**config.mk**
```make
export PLATFORM = sky130hd
export DESIGN_NAME = gbCoreTop
export DESIGN_NICKNAME = d
export VERILOG_FILES = /design/src/verilog/gbUcodePkg.sv /design/src/verilog/gbCoreTop.sv /design/src/verilog/gbInstrFifo.sv /design/src/verilog/gbOpFetch.sv /design/src/verilog/gbUcodeLut.sv /design/src/verilog/gbUcodeRom.sv /design/src/verilog/gbUcodeSequencer.sv
export SDC_FILE = /design/constraint.sdc
export NUM_CORES = 1
export LEC_CHECK = 0
export BUFFER_PORTS_ARGS = -buffer_cell sky130_fd_sc_hd__buf_2
export CORE_MARGIN = 1.5
export CORE_UTILIZATION = 40
export DETAILED_ROUTE_END_ITERATION = 16
export HOLD_SLACK_MARGIN = 0.12
export SYNTH_ARGS = -nofsm -noshare
export SYNTH_HDL_FRONTEND = slang
export SYNTH_HIERARCHICAL = 1
export SYNTH_SLANG_ARGS = --single-unit
export TNS_END_PERCENT = 10
```
**constraint.sdc**
```tcl
create_clock -name clock -period 7.7 [get_ports clock]
set_clock_uncertainty 0.2 [all_clocks]
set_input_delay 1.155 -clock clock [delete_from_list [all_inputs] [get_ports clock]]
set_output_delay 1.155 -clock clock [all_outputs]
set_load 0.05 [all_outputs]
```
**src/verilog/gbUcodePkg.sv**
```systemverilog
package gbUcodePkg;

	//////////////////////////////////////////////////////////////////////
	// Vector types
	//////////////////////////////////////////////////////////////////////

	typedef logic [7:0] opcodeT;
	typedef logic [7:0] dataT;
	typedef logic [7:0] flowIdxT;
	typedef logic [2:0] regIdxT;
	typedef logic [1:0] uopCtlT;
	typedef logic [3:0] uopOpT;

	// Registers A through E
	localparam int NumRegs = 5;

	// Register selectors, also register file indices
	localparam regIdxT RegA    = 3'd0;
	localparam regIdxT RegB    = 3'd1;
	localparam regIdxT RegC    = 3'd2;
	localparam regIdxT RegD    = 3'd3;
	localparam regIdxT RegE    = 3'd4;
	localparam regIdxT RegNull = 3'd7;

	// Flow control field
	localparam uopCtlT CtlOp  = 2'd0;
	localparam uopCtlT CtlEof = 2'd1;

	// Micro-op operations
	localparam uopOpT OpNop     = 4'd0;
	localparam uopOpT OpLoadImm = 4'd1;
	localparam uopOpT OpLoadX   = 4'd2;
	localparam uopOpT OpAddX    = 4'd3;
	localparam uopOpT OpSubX    = 4'd4;
	localparam uopOpT OpSubImm  = 4'd5;
	localparam uopOpT OpStoreX  = 4'd6;
	localparam uopOpT OpInc     = 4'd7;
	localparam uopOpT OpDec     = 4'd8;

	// Opcodes that carry an immediate byte
	localparam opcodeT OpcLdAN = 8'h3E;
	localparam opcodeT OpcLdBN = 8'h06;
	localparam opcodeT OpcLdCN = 8'h0E;
	localparam opcodeT OpcLdDN = 8'h16;
	localparam opcodeT OpcLdEN = 8'h1E;
	localparam opcodeT OpcCpN  = 8'hFE;

	//////////////////////////////////////////////////////////////////////
	// Records
	//////////////////////////////////////////////////////////////////////

	typedef struct packed {
		uopCtlT ctl;
		uopOpT  op;
		regIdxT regSel;
	} uopT;

	typedef struct packed {
		opcodeT opcode;
		dataT   imm;
	} instrT;

	typedef struct packed {
		logic z;
		logic n;
		logic c;
	} flagsT;

	typedef struct packed {
		opcodeT opcode;
		dataT   a;
		dataT   b;
		dataT   c;
		dataT   d;
		dataT   e;
		flagsT  flags;
	} retireT;

endpackage

```
**src/verilog/gbCoreTop.sv**
```systemverilog
`timescale 1ns/100ps

module gbCoreTop
#(
	parameter int FifoDepth = 4
)
(
	input  logic               clock,
	input  logic               arstN,
	input  logic               byteValid,
	input  gbUcodePkg::dataT   byteData,
	output logic               byteReady,
	output logic               retireValid,
	output gbUcodePkg::retireT retire,
	input  logic               retireReady
);

	// Fetcher to FIFO
	logic              instrValid;
	gbUcodePkg::instrT instr;
	logic              instrReady;

	// FIFO to sequencer
	logic              popValid;
	gbUcodePkg::instrT popInstr;
	logic              popReady;

	gbOpFetch opFetch_i
	(
		.clock      (clock),
		.arstN      (arstN),
		.byteValid  (byteValid),
		.byteData   (byteData),
		.byteReady  (byteReady),
		.instrValid (instrValid),
		.instr      (instr),
		.instrReady (instrReady)
	);

	gbInstrFifo #(
		.FifoDepth (FifoDepth)
	) instrFifo_i
	(
		.clock      (clock),
		.arstN      (arstN),
		.instrValid (instrValid),
		.instr      (instr),
		.instrReady (instrReady),
		.popValid   (popValid),
		.popInstr   (popInstr),
		.popReady   (popReady)
	);

	gbUcodeSequencer ucodeSeq_i
	(
		.clock       (clock),
		.arstN       (arstN),
		.popValid    (popValid),
		.popInstr    (popInstr),
		.popReady    (popReady),
		.retireValid (retireValid),
		.retire      (retire),
		.retireReady (retireReady)
	);

endmodule

```
**src/verilog/gbInstrFifo.sv**
```systemverilog
`timescale 1ns/100ps

module gbInstrFifo
#(
	parameter int FifoDepth = 4
)
(
	input  logic              clock,
	input  logic              arstN,
	input  logic              instrValid,
	input  gbUcodePkg::instrT instr,
	output logic              instrReady,
	output logic              popValid,
	output gbUcodePkg::instrT popInstr,
	input  logic              popReady
);

	localparam int PtrW = $clog2(FifoDepth);
	localparam int CntW = PtrW + 1;
	localparam logic [CntW-1:0] FullCount = CntW'(FifoDepth);

	gbUcodePkg::instrT mem [FifoDepth];
	logic [PtrW-1:0]   wrPtr;
	logic [PtrW-1:0]   rdPtr;
	logic [CntW-1:0]   count;
	logic              push;
	logic              pop;

	assign instrReady = (count != FullCount);
	assign popValid   = (count != '0);
	assign push       = instrValid && instrReady;
	assign pop        = popValid && popReady;
	assign popInstr   = mem[rdPtr];

	// Pointers wrap on their own since the depth is a power of two
	always_ff @(posedge clock or negedge arstN)
	begin
		if (!arstN)
		begin
			wrPtr <= '0;
			rdPtr <= '0;
			count <= '0;
		end
		else
		begin
			if (push)
				wrPtr <= wrPtr + PtrW'(1);
			if (pop)
				rdPtr <= rdPtr + PtrW'(1);
			case ({push, pop})
				2'b10:   count <= count + CntW'(1);
				2'b01:   count <= count - CntW'(1);
				default: count <= count;
			endcase
		end
	end

	always_ff @(posedge clock)
	begin
		if (push)
			mem[wrPtr] <= instr;
	end

endmodule

```
**src/verilog/gbOpFetch.sv**
```systemverilog
`timescale 1ns/100ps

module gbOpFetch
(
	input  logic              clock,
	input  logic              arstN,
	input  logic              byteValid,
	input  gbUcodePkg::dataT  byteData,
	output logic              byteReady,
	output logic              instrValid,
	output gbUcodePkg::instrT instr,
	input  logic              instrReady
);

	typedef enum logic [1:0] {
		FetchOpcode,
		FetchImm,
		FetchHold
	} fetchStateT;

	fetchStateT state;
	logic       byteTaken;
	logic       needsImm;

	// No new bytes while a record waits for the FIFO
	assign byteReady  = (state != FetchHold);
	assign instrValid = (state == FetchHold);
	assign byteTaken  = byteValid && byteReady;

	// Only meaningful while an opcode is expected
	always_comb
	begin
		case (byteData)
			gbUcodePkg::OpcLdAN,
			gbUcodePkg::OpcLdBN,
			gbUcodePkg::OpcLdCN,
			gbUcodePkg::OpcLdDN,
			gbUcodePkg::OpcLdEN,
			gbUcodePkg::OpcCpN:
				needsImm = 1'b1;
			default:
				needsImm = 1'b0;
		endcase
	end

	always_ff @(posedge clock or negedge arstN)
	begin
		if (!arstN)
			state <= FetchOpcode;
		else
		begin
			case (state)
				FetchOpcode:
					if (byteTaken)
						state <= needsImm ? FetchImm : FetchHold;
				FetchImm:
					if (byteTaken)
						state <= FetchHold;
				default:
					if (instrReady)
						state <= FetchOpcode;
			endcase
		end
	end

	// Record assembly, one-byte opcodes get a zero immediate
	always_ff @(posedge clock)
	begin
		if (byteTaken)
		begin
			if (state == FetchOpcode)
			begin
				instr.opcode <= byteData;
				instr.imm    <= '0;
			end
			else
				instr.imm <= byteData;
		end
	end

endmodule

```
**src/verilog/gbUcodeLut.sv**
```systemverilog
`timescale 1ns/100ps

module gbUcodeLut
(
	input  gbUcodePkg::opcodeT  opcode,
	output gbUcodePkg::flowIdxT flowIdx
);

	always_comb
	begin
		case (opcode)
			// NOP
			8'h00:               flowIdx = 8'd1;
			// LD r,n
			gbUcodePkg::OpcLdAN: flowIdx = 8'd2;
			gbUcodePkg::OpcLdBN: flowIdx = 8'd3;
			gbUcodePkg::OpcLdCN: flowIdx = 8'd4;
			gbUcodePkg::OpcLdDN: flowIdx = 8'd5;
			gbUcodePkg::OpcLdEN: flowIdx = 8'd6;
			// INC A, B, C, D, E
			8'h3C:               flowIdx = 8'd7;
			8'h04:               flowIdx = 8'd8;
			8'h0C:               flowIdx = 8'd9;
			8'h14:               flowIdx = 8'd10;
			8'h1C:               flowIdx = 8'd11;
			// DEC A, B, C, D, E
			8'h3D:               flowIdx = 8'd12;
			8'h05:               flowIdx = 8'd13;
			8'h0D:               flowIdx = 8'd14;
			8'h15:               flowIdx = 8'd15;
			8'h1D:               flowIdx = 8'd16;
			// ADD A,r
			8'h87:               flowIdx = 8'd17;
			8'h80:               flowIdx = 8'd20;
			8'h81:               flowIdx = 8'd23;
			8'h82:               flowIdx = 8'd26;
			8'h83:               flowIdx = 8'd29;
			// SUB A,r
			8'h97:               flowIdx = 8'd32;
			8'h90:               flowIdx = 8'd35;
			8'h91:               flowIdx = 8'd38;
			8'h92:               flowIdx = 8'd41;
			8'h93:               flowIdx = 8'd44;
			gbUcodePkg::OpcCpN:  flowIdx = 8'd47;
			// Anything else retires as a no-operation
			default:             flowIdx = 8'd0;
		endcase
	end

endmodule

```
**src/verilog/gbUcodeRom.sv**
```systemverilog
`timescale 1ns/100ps

module gbUcodeRom
(
	input  gbUcodePkg::flowIdxT addr,
	output gbUcodePkg::uopT     uop
);

	always_comb
	begin
		case (addr)
			// Default flow and NOP
			0:  uop = '{gbUcodePkg::CtlEof, gbUcodePkg::OpNop, gbUcodePkg::RegNull};
			1:  uop = '{gbUcodePkg::CtlEof, gbUcodePkg::OpNop, gbUcodePkg::RegNull};
			// LD r,n
			2:  uop = '{gbUcodePkg::CtlEof, gbUcodePkg::OpLoadImm, gbUcodePkg::RegA};
			3:  uop = '{gbUcodePkg::CtlEof, gbUcodePkg::OpLoadImm, gbUcodePkg::RegB};
			4:  uop = '{gbUcodePkg::CtlEof, gbUcodePkg::OpLoadImm, gbUcodePkg::RegC};
			5:  uop = '{gbUcodePkg::CtlEof, gbUcodePkg::OpLoadImm, gbUcodePkg::RegD};
			6:  uop = '{gbUcodePkg::CtlEof, gbUcodePkg::OpLoadImm, gbUcodePkg::RegE};
			// INC r
			7:  uop = '{gbUcodePkg::CtlEof, gbUcodePkg::OpInc, gbUcodePkg::RegA};
			8:  uop = '{gbUcodePkg::CtlEof, gbUcodePkg::OpInc, gbUcodePkg::RegB};
			9:  uop = '{gbUcodePkg::CtlEof, gbUcodePkg::OpInc, gbUcodePkg::RegC};
			10: uop = '{gbUcodePkg::CtlEof, gbUcodePkg::OpInc, gbUcodePkg::RegD};
			11: uop = '{gbUcodePkg::CtlEof, gbUcodePkg::OpInc, gbUcodePkg::RegE};
			// DEC r
			12: uop = '{gbUcodePkg::CtlEof, gbUcodePkg::OpDec, gbUcodePkg::RegA};
			13: uop = '{gbUcodePkg::CtlEof, gbUcodePkg::OpDec, gbUcodePkg::RegB};
			14: uop = '{gbUcodePkg::CtlEof, gbUcodePkg::OpDec, gbUcodePkg::RegC};
			15: uop = '{gbUcodePkg::CtlEof, gbUcodePkg::OpDec, gbUcodePkg::RegD};
			16: uop = '{gbUcodePkg::CtlEof, gbUcodePkg::OpDec, gbUcodePkg::RegE};
			// ADD A,r as temp = A, temp += r, A = temp
			17: uop = '{gbUcodePkg::CtlOp,  gbUcodePkg::OpLoadX,  gbUcodePkg::RegA};
			18: uop = '{gbUcodePkg::CtlOp,  gbUcodePkg::OpAddX,   gbUcodePkg::RegA};
			19: uop = '{gbUcodePkg::CtlEof, gbUcodePkg::OpStoreX, gbUcodePkg::RegA};
			20: uop = '{gbUcodePkg::CtlOp,  gbUcodePkg::OpLoadX,  gbUcodePkg::RegA};
			21: uop = '{gbUcodePkg::CtlOp,  gbUcodePkg::OpAddX,   gbUcodePkg::RegB};
			22: uop = '{gbUcodePkg::CtlEof, gbUcodePkg::OpStoreX, gbUcodePkg::RegA};
			23: uop = '{gbUcodePkg::CtlOp,  gbUcodePkg::OpLoadX,  gbUcodePkg::RegA};
			24: uop = '{gbUcodePkg::CtlOp,  gbUcodePkg::OpAddX,   gbUcodePkg::RegC};
			25: uop = '{gbUcodePkg::CtlEof, gbUcodePkg::OpStoreX, gbUcodePkg::RegA};
			26: uop = '{gbUcodePkg::CtlOp,  gbUcodePkg::OpLoadX,  gbUcodePkg::RegA};
			27: uop = '{gbUcodePkg::CtlOp,  gbUcodePkg::OpAddX,   gbUcodePkg::RegD};
			28: uop = '{gbUcodePkg::CtlEof, gbUcodePkg::OpStoreX, gbUcodePkg::RegA};
			29: uop = '{gbUcodePkg::CtlOp,  gbUcodePkg::OpLoadX,  gbUcodePkg::RegA};
			30: uop = '{gbUcodePkg::CtlOp,  gbUcodePkg::OpAddX,   gbUcodePkg::RegE};
			31: uop = '{gbUcodePkg::CtlEof, gbUcodePkg::OpStoreX, gbUcodePkg::RegA};
			// SUB A,r
			32: uop = '{gbUcodePkg::CtlOp,  gbUcodePkg::OpLoadX,  gbUcodePkg::RegA};
			33: uop = '{gbUcodePkg::CtlOp,  gbUcodePkg::OpSubX,   gbUcodePkg::RegA};
			34: uop = '{gbUcodePkg::CtlEof, gbUcodePkg::OpStoreX, gbUcodePkg::RegA};
			35: uop = '{gbUcodePkg::CtlOp,  gbUcodePkg::OpLoadX,  gbUcodePkg::RegA};
			36: uop = '{gbUcodePkg::CtlOp,  gbUcodePkg::OpSubX,   gbUcodePkg::RegB};
			37: uop = '{gbUcodePkg::CtlEof, gbUcodePkg::OpStoreX, gbUcodePkg::RegA};
			38: uop = '{gbUcodePkg::CtlOp,  gbUcodePkg::OpLoadX,  gbUcodePkg::RegA};
			39: uop = '{gbUcodePkg::CtlOp,  gbUcodePkg::OpSubX,   gbUcodePkg::RegC};
			40: uop = '{gbUcodePkg::CtlEof, gbUcodePkg::OpStoreX, gbUcodePkg::RegA};
			41: uop = '{gbUcodePkg::CtlOp,  gbUcodePkg::OpLoadX,  gbUcodePkg::RegA};
			42: uop = '{gbUcodePkg::CtlOp,  gbUcodePkg::OpSubX,   gbUcodePkg::RegD};
			43: uop = '{gbUcodePkg::CtlEof, gbUcodePkg::OpStoreX, gbUcodePkg::RegA};
			44: uop = '{gbUcodePkg::CtlOp,  gbUcodePkg::OpLoadX,  gbUcodePkg::RegA};
			45: uop = '{gbUcodePkg::CtlOp,  gbUcodePkg::OpSubX,   gbUcodePkg::RegE};
			46: uop = '{gbUcodePkg::CtlEof, gbUcodePkg::OpStoreX, gbUcodePkg::RegA};
			// CP n, the result stays in temp so A is untouched
			47: uop = '{gbUcodePkg::CtlOp,  gbUcodePkg::OpLoadX,  gbUcodePkg::RegA};
			48: uop = '{gbUcodePkg::CtlOp,  gbUcodePkg::OpSubImm, gbUcodePkg::RegNull};
			49: uop = '{gbUcodePkg::CtlEof, gbUcodePkg::OpNop,    gbUcodePkg::RegNull};
			default:
				uop = '{gbUcodePkg::CtlEof, gbUcodePkg::OpNop, gbUcodePkg::RegNull};
		endcase
	end

endmodule

```
**src/verilog/gbUcodeSequencer.sv**
```systemverilog
`timescale 1ns/100ps

module gbUcodeSequencer
(
	input  logic               clock,
	input  logic               arstN,
	input  logic               popValid,
	input  gbUcodePkg::instrT  popInstr,
	output logic               popReady,
	output logic               retireValid,
	output gbUcodePkg::retireT retire,
	input  logic               retireReady
);

	typedef enum logic [1:0] {
		SeqIdle,
		SeqRun,
		SeqRetire
	} seqStateT;

	seqStateT            state;
	gbUcodePkg::flowIdxT upc;
	gbUcodePkg::flowIdxT lutIdx;
	gbUcodePkg::uopT     uop;
	gbUcodePkg::instrT   cur;
	gbUcodePkg::dataT    rf [gbUcodePkg::NumRegs];
	gbUcodePkg::flagsT   flags;
	gbUcodePkg::flagsT   aluFlags;
	gbUcodePkg::dataT    regVal;
	gbUcodePkg::dataT    regWrData;
	logic [8:0]          temp;
	logic [8:0]          aluRes;
	logic                regWrEn;
	logic                tempWr;
	logic                pop;
	logic                execute;

	gbUcodeLut ucodeLut_i
	(
		.opcode  (popInstr.opcode),
		.flowIdx (lutIdx)
	);

	gbUcodeRom ucodeRom_i
	(
		.addr (upc),
		.uop  (uop)
	);

	assign popReady    = (state == SeqIdle);
	assign pop         = popValid && popReady;
	assign execute     = (state == SeqRun);
	assign retireValid = (state == SeqRetire);

	// State stays frozen while the retire record waits
	assign retire = '{
		opcode: cur.opcode,
		a:      rf[gbUcodePkg::RegA],
		b:      rf[gbUcodePkg::RegB],
		c:      rf[gbUcodePkg::RegC],
		d:      rf[gbUcodePkg::RegD],
		e:      rf[gbUcodePkg::RegE],
		flags:  flags
	};

	// RegNull reads as zero
	assign regVal = (uop.regSel < gbUcodePkg::NumRegs) ? rf[uop.regSel] : '0;

	//////////////////////////////////////////////////////////////////////
	// Micro-op datapath
	//////////////////////////////////////////////////////////////////////

	// Bit 8 of the result is the carry, or the borrow on subtract
	always_comb
	begin
		aluRes   = {1'b0, regVal};
		aluFlags = flags;
		case (uop.op)
			gbUcodePkg::OpAddX:
			begin
				aluRes     = {1'b0, temp[7:0]} + {1'b0, regVal};
				aluFlags.z = (aluRes[7:0] == '0);
				aluFlags.n = 1'b0;
				aluFlags.c = aluRes[8];
			end
			gbUcodePkg::OpSubX:
			begin
				aluRes     = {1'b0, temp[7:0]} - {1'b0, regVal};
				aluFlags.z = (aluRes[7:0] == '0);
				aluFlags.n = 1'b1;
				aluFlags.c = aluRes[8];
			end
			gbUcodePkg::OpSubImm:
			begin
				aluRes     = {1'b0, temp[7:0]} - {1'b0, cur.imm};
				aluFlags.z = (aluRes[7:0] == '0);
				aluFlags.n = 1'b1;
				aluFlags.c = aluRes[8];
			end
			// INC and DEC keep the carry
			gbUcodePkg::OpInc:
			begin
				aluRes     = {1'b0, regVal} + 9'd1;
				aluFlags.z = (aluRes[7:0] == '0);
				aluFlags.n = 1'b0;
			end
			gbUcodePkg::OpDec:
			begin
				aluRes     = {1'b0, regVal} - 9'd1;
				aluFlags.z = (aluRes[7:0] == '0);
				aluFlags.n = 1'b1;
			end
			default:
				aluFlags = flags;
		endcase
	end

	// Write-back selection
	always_comb
	begin
		regWrEn   = 1'b0;
		tempWr    = 1'b0;
		regWrData = aluRes[7:0];
		case (uop.op)
			gbUcodePkg::OpLoadImm:
			begin
				regWrEn   = 1'b1;
				regWrData = cur.imm;
			end
			gbUcodePkg::OpStoreX:
			begin
				regWrEn   = 1'b1;
				regWrData = temp[7:0];
			end
			gbUcodePkg::OpInc,
			gbUcodePkg::OpDec:
				regWrEn = 1'b1;
			gbUcodePkg::OpLoadX,
			gbUcodePkg::OpAddX,
			gbUcodePkg::OpSubX,
			gbUcodePkg::OpSubImm:
				tempWr = 1'b1;
			default:
				regWrEn = 1'b0;
		endcase
	end

	//////////////////////////////////////////////////////////////////////
	// Sequencing and architectural state
	//////////////////////////////////////////////////////////////////////

	always_ff @(posedge clock or negedge arstN)
	begin
		if (!arstN)
		begin
			state <= SeqIdle;
			upc   <= '0;
			flags <= '0;
			for (int i = 0; i < gbUcodePkg::NumRegs; i++)
				rf[i] <= '0;
		end
		else
		begin
			case (state)
				SeqIdle:
					if (pop)
					begin
						upc   <= lutIdx;
						state <= SeqRun;
					end
				SeqRun:
				begin
					upc   <= upc + 8'd1;
					flags <= aluFlags;
					if (regWrEn && (uop.regSel < gbUcodePkg::NumRegs))
						rf[uop.regSel] <= regWrData;
					if (uop.ctl == gbUcodePkg::CtlEof)
						state <= SeqRetire;
				end
				default:
					if (retireReady)
						state <= SeqIdle;
			endcase
		end
	end

	always_ff @(posedge clock)
	begin
		if (pop)
			cur <= popInstr;
		if (execute && tempWr)
			temp <= aluRes;
	end

endmodule
```
==> impl_metrics.json <==
{
  "grt_max_degree": 63,
  "maxSlewViolCount": 0,
  "multi_input_area_um2": 4960,
  "routabilityCongestion": 0.969,
  "netlist_area_um2": 10100,
  "initialDrtViolationCount": 719,
  "syn_inst": 940,
  "dpl.hpwl_um": 18200,
  "yosys_warnings": 6,
  "cts_buffers": 17,
  "clk_latency_ns": 0.43,
  "clock.fmax_ghz": 0.154,
  "num_antenna_cells": 0,
  "fillers": 2336,
  "synth-async-reset-ratio": 0.373,
  "min_period_ns": 6.49,
  "rsz0062_at_grt": "false",
  "mostFrequentLayoutCell": "edfxtp_1",
  "grt_first_pass_wirelength_um": 40400,
  "peakVddDrop_mv": 0.186,
  "power_density_nw_per_um2": 379,
  "seqCellArea_um2": 4670,
  "synth-seq-cells": 166,
  "hold_class": "flip-flop to flip-flop",
  "finalSetupTns_ns": 0,
  "worst_setup_path_end_kind": "flip-flop",
  "drive_gt1_frac": 0.179,
  "final_cell_mix": "edfxtp_1 (104), nor2_1 (66), buf_2 (64)",
  "drt_first_pass_iters": 5,
  "antenna_left": 0,
  "drc_errors": 0,
  "vias_per_cell": 5.76,
  "cts_root_buf": "clkbuf_16",
  "vias": 7567,
  "grt_overflow": 0,
  "cts_num_sinks": 166,
  "arrival_ns": 6.66,
  "setup_viol": 0,
  "cap_violations": 0,
  "routed_wl_um": 25000,
  "status": "finished, final reports clean",
  "critPathMaxFanout": 28,
  "fin_nets": 1029,
  "tightest_slew_ns": 1.12,
  "path_class": "flip-flop to flip-flop",
  "cts_tree": "done",
  "die_w_um": 162,
  "htreeDepth": 4,
  "core_um2": 25000,
  "clockBufferDepth": 2,
  "dieArea_um2": 26300,
  "startpoint_type": "flip-flop",
  "pin_count": 65,
  "antenna_found_initial": 0,
  "area_growth_pct": 10.8,
  "utilization": 0.449,
  "worst_ep_required_time_ns": 7.86,
  "hold_viol": 0,
  "holdBufCountCts": 0,
  "rows": 58,
  "first_global_vias": 7244,
  "synth_cell_type_count": 99,
  "io_buffers": 64,
  "syn-mean-instance-area_um2": 10.8,
  "initial_utilization": 0.405,
  "cts_resized": 0,
  "synth-edff-count": 104,
  "p_leak_nw": 4.58,
  "fin_crit_sh": 0.843,
  "track_usage": 0.197,
  "wl_per_cell_um": 19.0,
  "clk_pin_slew_ns": 0.07,
  "yosysSeqAreaShare": 0.461,
  "postCtsSetupBuffers": 0,
  "die_y_um": 162,
  "slew_headroom": 0.240,
  "synthFlopType": "edfxtp_1"
}
Yosys cell counts, drive strengths merged, types with 5 or more instances:
cell / count / area (um^2)
a221oi: 8 / 70.1
a21o: 5 / 37.5
a21oi: 32 / 160
buf: 39 / 248
xor2: 8 / 70.1
mux2i: 19 / 190
a211oi: 6 / 45.0
mux4: 16 / 360
clkbuf: 23 / 86.3
a22o: 5 / 43.8
ha: 43 / 538
or2: 6 / 37.5
o211ai: 6 / 45.0
o22ai: 10 / 62.6
nand3: 20 / 100
and2: 7 / 46.3
a22oi: 12 / 90.1
nor2: 70 / 273
xnor2: 26 / 228
a31oi: 14 / 87.6
nand4: 8 / 50.1
o221ai: 9 / 85.1
o31ai: 5 / 37.5
or3: 15 / 95.1
nor3b: 8 / 65.1
nor3: 25 / 141
inv: 50 / 188
nand2b: 15 / 101
nand3b: 8 / 72.6
mux2: 18 / 206
nor2b: 26 / 163
dfrtp: 62 / 1550
and3: 8 / 56.3
o21a: 10 / 75.1
o21ai: 42 / 210
edfxtp: 104 / 3120
o31a: 5 / 45.0
nand2: 60 / 225
nor4b: 6 / 58.8
o32ai: 6 / 52.6
nor4: 5 / 31.3
critical path, cell delays in order (launching register included):
cell and delay (ns):
dfrtp_1 0.85, nor2b_1 0.55, a221oi_1 0.23, o32ai_4 0.89, mux2i_1 0.20, o22ai_1 0.24
nor2_2 0.12, inv_1 0.28, ha_1 0.21, inv_1 0.05, fa_1 0.46, a211oi_1 0.32
nor2_1 0.11, o21ai_0 0.32, o211ai_1 0.14, a21oi_1 0.17, a221oi_1 0.11, o31ai_1 0.67
mux2_2 0.29
path summary, 6_finish.rpt:
path | start | end | slack, ns | cells past startpoint
min reg2reg | opFetch_i/instr[6] | instrFifo_i/mem[3][6] | 0.31 | 0
max reg2reg | ucodeSeq_i/upc[3] | ucodeSeq_i/retire[23] | 1.21 | 18
min | opFetch_i/instr[6] | instrFifo_i/mem[3][6] | 0.31 | 0
max in group asynchronous | arstN | ucodeSeq_i/state[0] | 6.05 | 2
max | ucodeSeq_i/upc[3] | ucodeSeq_i/retire[23] | 1.21 | 18
min in group asynchronous | arstN | ucodeSeq_i/retire[27] | 0.67 | 2
flip-flops by register name (all words and copies together) (netlist names):
register	flops
instrFifo_i/count	3
instrFifo_i/mem	64
instrFifo_i/rdPtr	2
instrFifo_i/wrPtr	2
opFetch_i/instr	16
opFetch_i/state	2
ucodeSeq_i/cur	8
ucodeSeq_i/retire	51
ucodeSeq_i/state	2
ucodeSeq_i/temp	8
ucodeSeq_i/upc	8
through the flow:
step / setup WS, ns / instance area [um^2] / std cells / power, mW / hold slack [ns]
floorplan: 2.68 / 10100 / 941 / 2.95 / 0.259
global placement: 1.55 / 10600 / 1281 / 3.40 / 0.279
detailed placement: 1.40 / 10600 / 1281 / 3.40 / 0.291
CTS: 1.39 / 11200 / 1313 / 4.29 / 0.312
global route: 0.762 / 11200 / 1313 / 4.53 / 0.327
finish: 1.21 / 11200 / 1313 / 4.26 / 0.309
metal layers:
layer  global-route usage  vias up  wire (um)
met5                    0        -          0
met4               0.0626        0        495
met3               0.0294       30       1390
met2                0.317      246      11900
met1                0.274     3714      11200
li1                     -     3577          -
cell families (layout without fill, tap and decap cells):
logic type                 Yosys count  count (layout)  synth area share
and+or+nand+nor                    304             304             0.165
AOI/OAI and AO/OA                  222             222             0.156
DFF                                166             166             0.461
buffers and inverters              112             154            0.0515
muxes                               53              53            0.0747
adders and majority gates           47              47            0.0610
xor gates and xnor gates            34              34            0.0294
other                                2               3          0.000741
cell type report:
type | count | share of cell area
Clock buffer | 17 | 0.0379
Clock inverter | 15 | 0.0168
Inverter | 50 | 0.0167
Multi-Input combinational cell | 663 | 0.442
Sequential cell | 166 | 0.416
Tap cell | 330 | 0.0368
Timing Repair Buffer | 72 | 0.0339
report_power, final:
part / switching (mW) / total, mW / internal [mW]
clock network: 0.401 / 0.869 / 0.467
registers: 0.213 / 1.46 / 1.25
logic: 1.22 / 1.93 / 0.706
total: 1.84 / 4.26 / 2.42
Power figures use the tool's default switching activity.
